## config.mk

```make
export PLATFORM = sky130hd
export DESIGN_NAME = lab_board
export DESIGN_NICKNAME = d
export VERILOG_FILES = /design/src/alu_pkg.sv /design/src/board_pkg.sv /design/src/lab_board.sv /design/src/display_mux.sv /design/src/seg_decoder.sv /design/src/shift_rng.sv /design/src/prio_encoder.sv /design/src/alu4.sv /design/src/mode_reg.sv
export SDC_FILE = /design/constraint.sdc
export NUM_CORES = 1
export LEC_CHECK = 0
export ABC_AREA = 1
export BUFFER_PORTS_ARGS = -buffer_cell sky130_fd_sc_hd__buf_2
export CAP_MARGIN = 10
export CORE_MARGIN = 10
export CORE_UTILIZATION = 47
export CTS_CLUSTER_SIZE = 20
export DETAILED_ROUTE_END_ITERATION = 16
export GPL_TIMING_DRIVEN = 0
export PLACE_DENSITY = 0.79
export SYNTH_ARGS = -nofsm -noshare
export SYNTH_HDL_FRONTEND = slang
export SYNTH_SLANG_ARGS = --single-unit
```

## constraint.sdc

```tcl
create_clock -name btn -period 2.6 [get_ports btn]
set_clock_uncertainty 0.05 [all_clocks]
set_input_delay 0 -clock btn [delete_from_list [all_inputs] [get_ports btn]]
set_output_delay 0 -clock btn [all_outputs]
set_load 0.05 [all_outputs]
```

## src/alu_pkg.sv

```systemverilog
package alu_pkg;

    localparam int ALU_W = 4;

    // opcode comes straight from sw[10:8]
    typedef enum logic [2:0] {
        OP_ADD = 3'd0,
        OP_SUB = 3'd1,
        OP_NOT = 3'd2,
        OP_AND = 3'd3,
        OP_OR  = 3'd4,
        OP_XOR = 3'd5,
        OP_SLT = 3'd6,
        OP_EQ  = 3'd7
    } alu_op_e;

    typedef struct packed {
        logic zero;
        logic ovfl;
        logic carry;
    } alu_flags_t;

endpackage

```

## src/board_pkg.sv

```systemverilog
package board_pkg;

    // experiment selected for the LEDs and digits
    typedef enum logic [2:0] {
        MODE_ALU    = 3'd0,
        MODE_ENCODE = 3'd1,
        MODE_SHIFT  = 3'd2
    } board_mode_e;

    // active low, bit 7 is the decimal point, bits 6..0 are g..a
    typedef logic [7:0] seg_t;

    typedef struct packed {
        seg_t seg7;
        seg_t seg6;
        seg_t seg5;
        seg_t seg4;
        seg_t seg3;
        seg_t seg2;
        seg_t seg1;
        seg_t seg0;
    } seg_bank_t;

    localparam seg_t SEG_BLANK = 8'hff;

    // hex digits 0..f, point off
    localparam seg_t SEG_HEX [16] = '{
        8'hc0, 8'hf9, 8'ha4, 8'hb0,
        8'h99, 8'h92, 8'h82, 8'hf8,
        8'h80, 8'h90, 8'h88, 8'h83,
        8'hc6, 8'ha1, 8'h86, 8'h8e
    };

    localparam int PATTERN_W = 8;

endpackage
```

## src/lab_board.sv

```systemverilog
`timescale 1ns/1ps

module lab_board (
    input  logic                 btn,
    input  logic                 rst_n,
    input  logic [15:0]          sw,
    output logic [15:0]          ledr,
    output board_pkg::seg_bank_t segs
);
    import board_pkg::*;
    import alu_pkg::*;

    board_mode_e          mode;
    logic [ALU_W-1:0]     alu_result;
    alu_flags_t           alu_flags;
    logic [2:0]           enc_index;
    logic                 enc_valid;
    logic [PATTERN_W-1:0] pattern;
    logic                 step;

    // no stepping while a mode load is strobed
    assign step = (mode == MODE_SHIFT) && !sw[15];

    mode_reg u_mode (
        .btn   (btn),
        .rst_n (rst_n),
        .sw    (sw),
        .mode  (mode)
    );

    alu4 u_alu (
        .a      (sw[3:0]),
        .b      (sw[7:4]),
        .op     (alu_op_e'(sw[10:8])),
        .result (alu_result),
        .flags  (alu_flags)
    );

    prio_encoder u_enc (
        .src   (sw[7:0]),
        .en    (sw[8]),
        .index (enc_index),
        .valid (enc_valid)
    );

    shift_rng u_shift (
        .btn     (btn),
        .rst_n   (rst_n),
        .step    (step),
        .pattern (pattern)
    );

    display_mux u_disp (
        .mode       (mode),
        .alu_result (alu_result),
        .alu_flags  (alu_flags),
        .enc_index  (enc_index),
        .enc_valid  (enc_valid),
        .pattern    (pattern),
        .ledr       (ledr),
        .segs       (segs)
    );

endmodule

```

## src/display_mux.sv

```systemverilog
`timescale 1ns/1ps

module display_mux (
    input  board_pkg::board_mode_e           mode,
    input  logic [alu_pkg::ALU_W-1:0]        alu_result,
    input  alu_pkg::alu_flags_t              alu_flags,
    input  logic [2:0]                       enc_index,
    input  logic                             enc_valid,
    input  logic [board_pkg::PATTERN_W-1:0]  pattern,
    output logic [15:0]                      ledr,
    output board_pkg::seg_bank_t             segs
);
    import board_pkg::*;
    import alu_pkg::*;

    logic [3:0] dig0_value;
    logic       dig0_blank;
    logic [3:0] dig1_value;
    logic       dig1_blank;
    seg_t       dig0_seg;
    seg_t       dig1_seg;

    always_comb begin
        ledr       = '0;
        dig0_value = 4'd0;
        dig0_blank = 1'b1;
        dig1_value = 4'd0;
        dig1_blank = 1'b1;
        case (mode)
            MODE_ALU: begin
                ledr[ALU_W-1:0] = alu_result;
                ledr[4]         = alu_flags.zero;
                ledr[5]         = alu_flags.ovfl;
                ledr[6]         = alu_flags.carry;
                dig0_value      = alu_result;
                dig0_blank      = 1'b0;
            end
            MODE_ENCODE: begin
                ledr[2:0]  = enc_index;
                ledr[4]    = enc_valid;
                dig0_value = {1'b0, enc_index};
                // nothing to show without a set bit
                dig0_blank = !enc_valid;
            end
            MODE_SHIFT: begin
                ledr[PATTERN_W-1:0] = pattern;
                dig0_value          = pattern[3:0];
                dig0_blank          = 1'b0;
                dig1_value          = pattern[7:4];
                dig1_blank          = 1'b0;
            end
            default: begin
                dig0_blank = 1'b1;
            end
        endcase
        // mode code is always visible
        ledr[15:13] = mode;
    end

    seg_decoder u_dig0 (
        .value (dig0_value),
        .blank (dig0_blank),
        .seg   (dig0_seg)
    );

    seg_decoder u_dig1 (
        .value (dig1_value),
        .blank (dig1_blank),
        .seg   (dig1_seg)
    );

    always_comb begin
        segs.seg7 = SEG_BLANK;
        segs.seg6 = SEG_BLANK;
        segs.seg5 = SEG_BLANK;
        segs.seg4 = SEG_BLANK;
        segs.seg3 = SEG_BLANK;
        segs.seg2 = SEG_BLANK;
        segs.seg1 = dig1_seg;
        segs.seg0 = dig0_seg;
    end

endmodule

```

## src/seg_decoder.sv

```systemverilog
`timescale 1ns/1ps

module seg_decoder (
    input  logic            [3:0] value,
    input  logic                  blank,
    output board_pkg::seg_t       seg
);
    import board_pkg::*;

    always_comb begin
        if (blank) begin
            seg = SEG_BLANK;
        end else begin
            seg = SEG_HEX[value];
        end
    end

endmodule

```

## src/shift_rng.sv

```systemverilog
`timescale 1ns/1ps

module shift_rng (
    input  logic                           btn,
    input  logic                           rst_n,
    input  logic                           step,
    output logic [board_pkg::PATTERN_W-1:0] pattern
);
    import board_pkg::*;

    logic [PATTERN_W-1:0] next_pattern;

    // seed from zero, else rotate right
    always_comb begin
        if (pattern == '0) begin
            next_pattern = {{(PATTERN_W-1){1'b0}}, 1'b1};
        end else begin
            next_pattern = {pattern[0], pattern[PATTERN_W-1:1]};
        end
    end

    always_ff @(posedge btn or negedge rst_n) begin
        if (!rst_n) begin
            pattern <= '0;
        end else if (step) begin
            pattern <= next_pattern;
        end
    end

    onehot_a: assert property (@(posedge btn) disable iff (!rst_n)
        (pattern != '0) |-> $onehot(pattern))
        else $error("shift_rng: pattern %h is not one-hot", pattern);

endmodule

```

## src/prio_encoder.sv

```systemverilog
`timescale 1ns/1ps

module prio_encoder (
    input  logic [7:0] src,
    input  logic       en,
    output logic [2:0] index,
    output logic       valid
);

    logic [2:0] hi_bit;
    logic       any_set;

    // scan upward so the highest set bit wins
    always_comb begin
        hi_bit  = 3'd0;
        any_set = 1'b0;
        for (int i = 0; i < 8; i++) begin
            if (src[i]) begin
                hi_bit  = 3'(i);
                any_set = 1'b1;
            end
        end
    end

    always_comb begin
        if (en && any_set) begin
            index = hi_bit;
            valid = 1'b1;
        end else begin
            index = 3'd0;
            valid = 1'b0;
        end
    end

endmodule

```

## src/alu4.sv

```systemverilog
`timescale 1ns/1ps

module alu4 (
    input  logic [alu_pkg::ALU_W-1:0] a,
    input  logic [alu_pkg::ALU_W-1:0] b,
    input  alu_pkg::alu_op_e          op,
    output logic [alu_pkg::ALU_W-1:0] result,
    output alu_pkg::alu_flags_t       flags
);
    import alu_pkg::*;

    logic [ALU_W-1:0] b_in;
    logic             cin;
    logic [ALU_W:0]   sum;
    logic             arith;
    logic             lt;

    // shared adder, subtract is a + ~b + 1
    always_comb begin
        arith = (op == OP_ADD) || (op == OP_SUB);
        b_in  = (op == OP_SUB) ? ~b : b;
        cin   = (op == OP_SUB);
        sum   = {1'b0, a} + {1'b0, b_in} + {{ALU_W{1'b0}}, cin};
        lt    = $signed(a) < $signed(b);
    end

    always_comb begin
        case (op)
            OP_ADD:  result = sum[ALU_W-1:0];
            OP_SUB:  result = sum[ALU_W-1:0];
            OP_NOT:  result = ~a;
            OP_AND:  result = a & b;
            OP_OR:   result = a | b;
            OP_XOR:  result = a ^ b;
            OP_SLT:  result = {{(ALU_W-1){1'b0}}, lt};
            OP_EQ:   result = {{(ALU_W-1){1'b0}}, a == b};
            default: result = '0;
        endcase
    end

    always_comb begin
        flags.zero  = (result == '0);
        // carry out of the 5-bit add, so no borrow reads as 1
        flags.carry = arith & sum[ALU_W];
        // operands agree in sign, sum does not
        flags.ovfl  = arith & (a[ALU_W-1] == b_in[ALU_W-1])
                            & (sum[ALU_W-1] != a[ALU_W-1]);
    end

    always_comb begin
        if (op inside {OP_NOT, OP_AND, OP_OR, OP_XOR}) begin
            logic_flags_a: assert (!flags.carry && !flags.ovfl)
                else $error("alu4: arithmetic flag set for %s", op.name());
        end
    end

endmodule

```

## src/mode_reg.sv

```systemverilog
`timescale 1ns/1ps

module mode_reg (
    input  logic                   btn,
    input  logic                   rst_n,
    input  logic [15:0]            sw,
    output board_pkg::board_mode_e mode
);
    import board_pkg::*;

    logic       load;
    logic [2:0] req;
    logic       req_legal;

    // strobe is a level, sampled on every button edge
    assign load = sw[15];
    assign req  = sw[14:12];

    always_comb begin
        case (req)
            MODE_ALU, MODE_ENCODE, MODE_SHIFT: req_legal = 1'b1;
            default: req_legal = 1'b0;
        endcase
    end

    always_ff @(posedge btn or negedge rst_n) begin
        if (!rst_n) begin
            mode <= MODE_ALU;
        end else if (load && req_legal) begin
            mode <= board_mode_e'(req);
        end
    end

    mode_legal_a: assert property (@(posedge btn) disable iff (!rst_n)
        mode inside {MODE_ALU, MODE_ENCODE, MODE_SHIFT})
        else $error("mode_reg: illegal mode code %0d", mode);

endmodule

```

== After elaboration in Yosys (flattened, before gate mapping) ==
Memories as Yosys holds them, arrays and structs flattened.
Cells that the tools add are included.
Word-level totals
  bits in registers: 11
  ROM bits: 256
  input port bits: 18
  output and inout port bits: 80
  word-level logic and storage cells: 82
  memories kept: 2
Operators by class
  add/subtract/negate cells: 2
  $lt $le $gt $ge: 3
  equal/unequal tests: 14
  mux-type cells: 35
  bitwise operators: 10
  reduce and logical (&&, ||, !) cells: 14
Memories
  (name not given): words 16, width 8, read ports 1, clocked after memory_dff 0, write ports 0, RTL line seg_decoder.sv:14  | seg = SEG_HEX[value];
  (name not given): words 16, width 8, read ports 1, clocked after memory_dff 0, write ports 0, RTL line seg_decoder.sv:14
Operators by type and width (number)
  8-bit two-way mux: 7
  4-bit one-hot mux with 7 select lines: 1
  3-bit two-way mux: 5
  3-bit by 2-bit equality test with 1-bit output (second input constant): 4
  3-bit equality test (second input constant): 4
  1-bit two-way mux: 12
  4-bit one-hot mux with 3 select lines: 1
  5-bit greater-or-equal comparator (second input constant): 2
  4-bit NOT with 5-bit output: 2
  3-bit by 1-bit equality test with 1-bit output (second input constant): 3
  3-bit zero test: 3
  3-bit one-hot mux with 3 select lines: 1
  8-bit zero test: 1
  4-bit two-way mux: 2
  4-bit NOT: 2
  4-bit by 4-bit adder with 5-bit output: 1
  5-bit by 1-bit adder with 5-bit output: 1
  4-bit bitwise AND: 1
  4-bit equality test: 1
  4-bit zero test: 1
  4-bit < comparator: 1
  2-bit two-way mux: 2
  4-bit bitwise OR: 1
  1-bit one-hot mux with 2 select lines: 2
  11 further kinds: 17

== Depth between registers and ports, before layout ==
Gate-level depths: netlist of the first run.
  word-level depth: 16
  gate-level depth with buffers: 19
  mapped depth without buffers: 19

== Cells and area by module ==
From an unflattened synthesis of the first run, not the netlist that was laid out.
Unflattened totals
  cells, all modules: 402
  area, all modules: 2573.7 sq um
Modules (own cells, without submodules)
  alu4: instances 1, cells each 113, area an instance 704.4 sq um, seq. area each 0.0 sq um
  display_mux: instances 1, cells each 99, area an instance 650.6 sq um, seq. area each 0.0 sq um
  seg_decoder at u_disp.u_dig1: instances 1, cells each 57, area an instance 330.3 sq um, seq. area each 0.0 sq um
  shift_rng: instances 1, cells each 37, area an instance 327.8 sq um, seq. area each 200.2 sq um
  seg_decoder at u_disp.u_dig0: instances 1, cells each 53, area an instance 309.0 sq um, seq. area each 0.0 sq um
  mode_reg: instances 1, cells each 15, area an instance 130.1 sq um, seq. area each 75.1 sq um
  prio_encoder: instances 1, cells each 22, area an instance 98.8 sq um, seq. area each 0.0 sq um
  lab_board: instances 1, cells each 6, area an instance 22.5 sq um, seq. area each 0.0 sq um

== Worst setup path before layout of the first run ==
Ideal clock, no wire load.
  path type: reg-to-output
  start point: reg u_mode.mode[0]
  end point: out ledr[5]
  arrival time: 2.928 ns
  data required time: 2.550 ns
  path slack: -0.378 ns
  stages on the path, launching flop included: 6
  path buffers: 0
  cells stage by stage: dfrtp_1 > nor2_1 > inv_1 > nor2_1 > inv_1 > o41ai_1
Between the ends
  longest elaborated chain between the ends: 2
  elaborated cells between the ends (all ways): 3
  classes of those cells: eq/ne: 1; mux: 1; reduce/logical: 1
Ends and longest elaborated chain
  start, declared: RTL line mode_reg.sv:7  | output board_pkg::board_mode_e mode
  start signal, assigned: RTL line mode_reg.sv:30  | mode <= board_mode_e'(req);
  3-bit by 2-bit equality test with 1-bit output / 3-bit zero test (equally long branches): RTL line display_mux.sv:29  | case (mode)
  2-bit one-hot mux with 2 select lines (*): RTL line display_mux.sv:29
  end, declared: RTL line lab_board.sv:7  | output logic [15:0] ledr,
Every way passes the cells marked *; elsewhere a longest branch is shown, timed or not.

==> flow_summary_export.csv, run 1 <==
group,metric,value,unit
power_and_ir_drop,leakage,1.61,nW
power_and_ir_drop,internal_power,0.821,mW
floorplan,start_util,48.0,%
timing,setup_slack,100,ps
synthesis,ys_ff_latch,11,
floorplan,rows,25,
route,drt_iter0_drc,73,
power_and_ir_drop,p_per_area,720,nW/um2
synthesis,synth_enable_flop_cells,0,
synthesis,netlist_area,2240,um2
synthesis,ys.flop_type,"dfrtp_1",
floorplan,ios,98,
cts,cts.sinks,11,
setup_path,r2r_end,"u_shift.pattern[7]",
synthesis,async_flop_share,100,%
power_and_ir_drop,sw_frac_of_total,61.5,%
cts,htreeDepth,1,
global_routing,grt_max_degree,12,
route,vias,2219,
floorplan,fp.dieH,89.0,um
hold_path,hp-class,"in2reg",
placement,place_ws,-41.4,ps
setup_path,cp-start-kind,"flop",
setup_path,critPathKind,"reg2out",
final_layout,post-route-util,63.6,%
global_routing,grt_pass1_vias,2041,
synthesis,synthCells,338,
status,outcome,"complete, no violations",
power_and_ir_drop,clockPowerShare,7.6,%
setup_path,path_max_fanout,6,
setup_path,critPathSlowestCell,"dfrtp_2",
hold_path,hold_end,"u_mode.mode[2]",
route,drcViolationCount,0,
floorplan,die_x,89.0,um
route,routedWlPerCell,11.8,um
synthesis,yosys.cell_types.count,37,
final_layout,antenna_cells,0,
global_routing,gr-usage-all-layers,13.4,%
power_and_ir_drop,comb_power_share,78.8,%
placement,dp_hpwl,5020,um
timing,setup_violations,0,
cts,cts_tree,"built",
timing,finalHoldViolCount,0,
setup_path,cp.arrival,2450,ps
synthesis,avgSynthCellArea,6.62,um2
placement,port-buffer-count,41,
power_and_ir_drop,ir_worst_vdd,0.672,mV
hold_path,hold_start,"sw[14]",
hold_path,hold_depth,3,
setup_path,crit_chain,"nor2_2, inv_1, nor2_4, clkinvlp_4, nor2_4, inv_1, ha_1, or2_2, a31oi_2, buf_6",
placement,post_dp_cell_area,2750,um2
setup_path,cp_top_family,"simple AND/OR/NAND/NOR gates",
timing,timing.fmax,400,MHz
global_routing,grt_remaining_overflow,0,
global_routing,antenna_found_initial,0,
placement,gp_congestion,0.935,
power_and_ir_drop,p_total,2.14,mW
cts,cts_buffers,3,
power_and_ir_drop,pwr-share-seq,13.6,%
setup_path,rr_worst_depth,8,
timing,slew_violations,0,
final_layout,nNetsFinal,495,
final_layout,nFillCells,441,
final_layout,drive_gt1_share,33.5,%
run,max_cap_viol_count,0,
final_layout,largest_register_ffs,8,
timing,setup_tns,0,ps
setup_path,critical_path.endpoint_type,"output pin",
setup_path,critical_path_required,2550,ps
global_routing,grt_pass1_wl,9030,um
cts,cts.clk_slew.worst_paths,50,ps
timing,post-route-min-period,2500,ps
cts,cts_buffer_depth,2,
floorplan,core-area,4660,um2
synthesis,synth_warnings,0,
route,ant_nets,0,
floorplan,die-area,7920,um2
synthesis,seq_area_frac_synth,12.3,%
final_layout,area_delta_synth_final,32.5,%
cts,insertion_delay,230,ps
route,routed_wl,5910,um
setup_path,r2r_setup_slack,890,ps
power_and_ir_drop,p_switching,1.31,mW
cts,clockRootBuffer,"clkbuf_8",
setup_path,rr_startpoint,"u_mode.mode[0]",
route,first_pass_iters,4,
final_layout,final_area,2960,um2
route,avgViaCountPerCell,4.42,
setup_path,critical_path_buf_inv_count,4,
setup_path,critical-path-max-stage-delay,430,ps
timing,finalCritPeriodShare,96.1,%
## worst max-delay path by stage
| stage | start | depth (start not counted) | to | slack, ps |
|---|---|---|---|---|
| floorplan | u_mode.mode[1] | 9 | segs[12] | -20 |
| global placement | sw[10] | 15 | segs[0] | -30 |
| detailed placement | sw[10] | 15 | segs[0] | -40 |
| CTS | sw[10] | 15 | segs[5] | 20 |
| global route | u_mode.mode[0] | 10 | segs[13] | -30 |
| finish | u_mode.mode[0] | 10 | segs[13] | 100 |
## final cells by class
| cell class | count | area [um2] | share of cell area (%) |
|---|---|---|---|
| Buffer | 57 | 428 | 14.4 |
| Clock buffer | 4 | 45.0 | 1.52 |
| Inverter | 52 | 201 | 6.80 |
| Multi-Input combinational cell | 271 | 1620 | 54.6 |
| Sequential cell | 11 | 277 | 9.33 |
| Tap cell | 54 | 67.6 | 2.28 |
| Timing Repair Buffer | 53 | 328 | 11.1 |
## synth_stat cells, types with 3 or more instances
cell     number  area [um2]
o21ai_0      22         110
nor2_1       27         101
nor3_1        3        15.0
nand2_1      60         225
nand3_1      17        85.1
dfrtp_1      11         275
nand4_1       5        31.3
a21oi_1      13        65.1
buf_4        55         413
nand2_2       3        18.8
o21ai_1       6        30.0
xor2_1        4        35.0
ha_1         27         338
inv_1        51         191
a22oi_1       4        30.0
nor2_2        3        18.8
## worst register-to-register path: cells and delay by family (launching register included)
family          cells  cell delay (ps)
simple gates        4              540
buf+inv             3              470
compound gates      1               90
flops               1              430
## what timing repair did
| action | 4_1_cts | 5_1_grt |
|---|---|---|
| setup buffers | 0 | 9 |
| endpoints found under the hold margin | 14 | 0 |
| gates cloned | 0 | 0 |
| hold buffers | 3 | 0 |
| endpoints found under the setup margin | 4 | 11 |
| gates resized for setup | 6 | 24 |
| pin swaps | 0 | 5 |
## per-stage QoR
step                      std cells  hold slack (ps)
after floorplan                 391             -346
after global placement          486             -177
after detailed placement        486             -177
after CTS                       493             15.7
after global routing            502             54.6
final                           502             13.1
## metal layers
metal / routed length [um] / global-route usage (%) / vias to the layer above
met2: 2950 / 24.2 / 69
met3: 539 / 3.74 / 2
met5: 0 / 0 / -
met1: 2400 / 16.1 / 950
met4: 20 / 0.867 / 0
li1: - / - / 1198
## cells by family (layout without fill, tap and decap cells)
logic type      after synthesis  count (layout)  synth area share (%)
buf+inv                     109             166                  28.0
flops                        11              11                  12.3
compound gates               55              55                  14.4
other cells                   2              55                 0.336
mux                           2               2                  1.01
simple gates                127             127                  26.4
xor+xnor                      4               4                  1.57
fa+ha+maj                    28              28                  16.0
## power groups by stage
stage / combinational (mW) / sequential [mW] / clock (mW)
final: 1.68 / 0.290 / 0.163
after global routing: 1.82 / 0.302 / 0.177
after CTS: 1.58 / 0.284 / 0.166
after detailed placement: 1.56 / 0.286 / 0
after global placement: 1.53 / 0.286 / 0
after floorplan: 1.25 / 0.292 / 0
## placed cells by master (no fill, tap or decap), types with 2 or more instances in the layout
master,n
clkbuf_1,2
buf_2,34
conb_1,55
buf_6,3
mux2_2,2
a22oi_1,3
ha_1,26
o21ai_1,7
inv_1,48
clkbuf_8,3
a21oi_1,10
nor2_2,7
dfrtp_1,10
nor3_1,3
nand2_1,59
nand3_2,5
nor2_4,5
o211ai_1,2
nand2_2,4
a21oi_2,3
nand2_4,2
nor2_1,20
o21ai_0,21
buf_4,69
dlygate4sd3_1,3
xor2_1,4
nand4_1,5
nand3_1,14
inv_2,2
(Power assumes the default switching activity.)
==> run 2, diff against run 1 <==
--- a/config.mk
+++ b/config.mk
@@ -14,6 +14,7 @@
 export DETAILED_ROUTE_END_ITERATION = 16
 export GPL_TIMING_DRIVEN = 0
 export PLACE_DENSITY = 0.79
+export RECOVER_POWER = 50
 export SYNTH_ARGS = -nofsm -noshare
 export SYNTH_HDL_FRONTEND = slang
 export SYNTH_SLANG_ARGS = --single-unit
==> flow_summary_export.csv, run 2 (same netlist as run 1, synthesis figures left out) <==
group,metric,value,unit
global_routing,grt_remaining_overflow,0,
power_and_ir_drop,p_switching,1.31,mW
timing,tightest_slew,617,ps
final_layout,antenna_cells,0,
setup_path,crit_chain,"nor2_2, inv_1, nor2_4, clkinvlp_4, nor2_4, inv_1, ha_1, or2_2, a31oi_2, buf_6",
route,first_pass_iters,4,
floorplan,ios,98,
route,drcViolationCount,0,
final_layout,largest_register_ffs,8,
power_and_ir_drop,sw_frac_of_total,61.6,%
timing,finalHoldViolCount,0,
route,avgViaCountPerCell,4.43,
setup_path,cp-start-kind,"flop",
timing,slew_violations,0,
final_layout,area_delta_synth_final,32.3,%
global_routing,grt_pass1_wl,9030,um
setup_path,critical_path_buf_inv_count,4,
setup_path,critical_path_required,2550,ps
floorplan,die_x,89.0,um
power_and_ir_drop,leakage,1.60,nW
floorplan,start_util,48.0,%
global_routing,gr-usage-all-layers,13.4,%
timing,timing.fmax,400,MHz
global_routing,grt_max_degree,12,
route,routedWlPerCell,11.8,um
cts,htreeDepth,1,
placement,gp_congestion,0.935,
placement,place_ws,-41.4,ps
global_routing,antenna_found_initial,0,
setup_path,critical_path.endpoint_type,"output pin",
global_routing,grt_pass1_vias,2041,
power_and_ir_drop,clockPowerShare,7.6,%
cts,insertion_delay,230,ps
timing,finalCritPeriodShare,96.2,%
timing,post-route-min-period,2500,ps
power_and_ir_drop,comb_power_share,78.8,%
final_layout,nNetsFinal,495,
route,routed_wl,5930,um
floorplan,rows,25,
floorplan,die-area,7920,um2
placement,post_dp_cell_area,2750,um2
final_layout,nFillCells,440,
timing,setup_slack,98.7,ps
route,vias,2222,
placement,dp_hpwl,5020,um
floorplan,fp.dieH,89.0,um
setup_path,cp_top_family,"simple AND/OR/NAND/NOR gates",
timing,setup_tns,0,ps
status,outcome,"complete, no violations",
final_layout,final_common_cell,"buf_4",
timing,setup_violations,0,
placement,port-buffer-count,41,
cts,cts.clk_slew.worst_paths,50,ps
power_and_ir_drop,ir_worst_vdd,0.673,mV
setup_path,critPathSlowestCell,"dfrtp_2",
setup_path,critical-path-max-stage-delay,430,ps
run,max_cap_viol_count,0,
cts,cts.sinks,11,
hold_path,hp-class,"in2reg",
route,ant_nets,0,
timing,relSlewSlack,59.1,%
setup_path,critPathKind,"reg2out",
final_layout,drive_gt1_share,32.6,%
cts,cts_buffer_depth,2,
cts,cts_buffers,3,
cts,cts_tree,"built",
final_layout,final_area,2960,um2
setup_path,path_max_fanout,6,
power_and_ir_drop,internal_power,0.819,mW
final_layout,mostFrequentLayoutCells,"69 x buf_4, 59 x nand2_1, 55 x conb_1",
setup_path,cp.arrival,2450,ps
power_and_ir_drop,p_per_area,721,nW/um2
cts,clockRootBuffer,"clkbuf_8",
route,drt_iter0_drc,73,
floorplan,core-area,4660,um2
power_and_ir_drop,pwr-share-seq,13.6,%
## run 2: cell count changes in the layout (fill, tap and decap cells not counted)
cell	delta
clkbuf_1	+4
buf_2	-4
## run 2: path summary, 6_finish.rpt
kind,from,end,depth (start not counted),slack (ps)
worst min register to register,u_shift.pattern[4],u_shift.pattern[4],2,460
worst min-delay path,sw[14],u_mode.mode[2],3,10
worst max-delay path,u_mode.mode[0],segs[13],10,100
worst max register to register,u_mode.mode[0],u_shift.pattern[7],8,890
max in group asynchronous,rst_n,u_mode.mode[0],2,1900
min in group asynchronous,rst_n,u_shift.pattern[1],2,220
## run 2: metal layers
metal	up-vias	global-route usage (%)	wire length [um]
li1	1198	-	-
met3	2	3.74	535
met5	-	0	0
met4	0	0.867	20
met1	951	16.1	2420
met2	71	24.2	2950
## run 2: stage by stage
step / cells / util (%) / hold slack [ps] / power (mW)
finish: 502 / 63.5 / 13.2 / 2.13
CTS: 493 / 60.9 / 15.7 / 2.03
detailed placement: 486 / 59.0 / -177 / 1.84
global placement: 486 / 59.0 / -177 / 1.82
global route: 502 / 63.5 / 54.6 / 2.30
floorplan: 391 / - / -346 / 1.54
## run 2: layout make-up
| cell class | instances | area (um2) | share of cell area (%) |
|---|---|---|---|
| buffer | 57 | 428 | 14.5 |
| clock buffer | 4 | 45.0 | 1.52 |
| inverter | 52 | 201 | 6.81 |
| multi-input combinational | 271 | 1620 | 54.7 |
| sequential | 11 | 277 | 9.34 |
| tap | 54 | 67.6 | 2.28 |
| timing repair buffer | 53 | 323 | 10.9 |
## run 2: power groups by stage
stage	Clock (mW)	Combinational [mW]	Sequential, mW
after floorplan	0	1.25	0.292
after global placement	0	1.53	0.286
after detailed placement	0	1.56	0.286
after CTS	0.166	1.58	0.284
after global routing	0.177	1.82	0.302
final	0.163	1.68	0.290
## run 2: worst reg2reg max path, stage by stage (launching register included)
cell and delay [ps]:
dfrtp_2 430, nor2_2 130, inv_1 100, nor2_4 200, buf_4 140, nand2_1 120, clkbuf_1 230, nand2_1 90
o21ai_0 90
## run 2: what timing repair did
action | 4_1_cts | 5_1_grt
endpoints found under the setup margin | 4 | 11
buffers inserted | 0 | 9
endpoints found under the hold margin | 14 | 0
pin swaps | 0 | 5
hold buffers | 3 | 0
gates resized for setup | 6 | 24
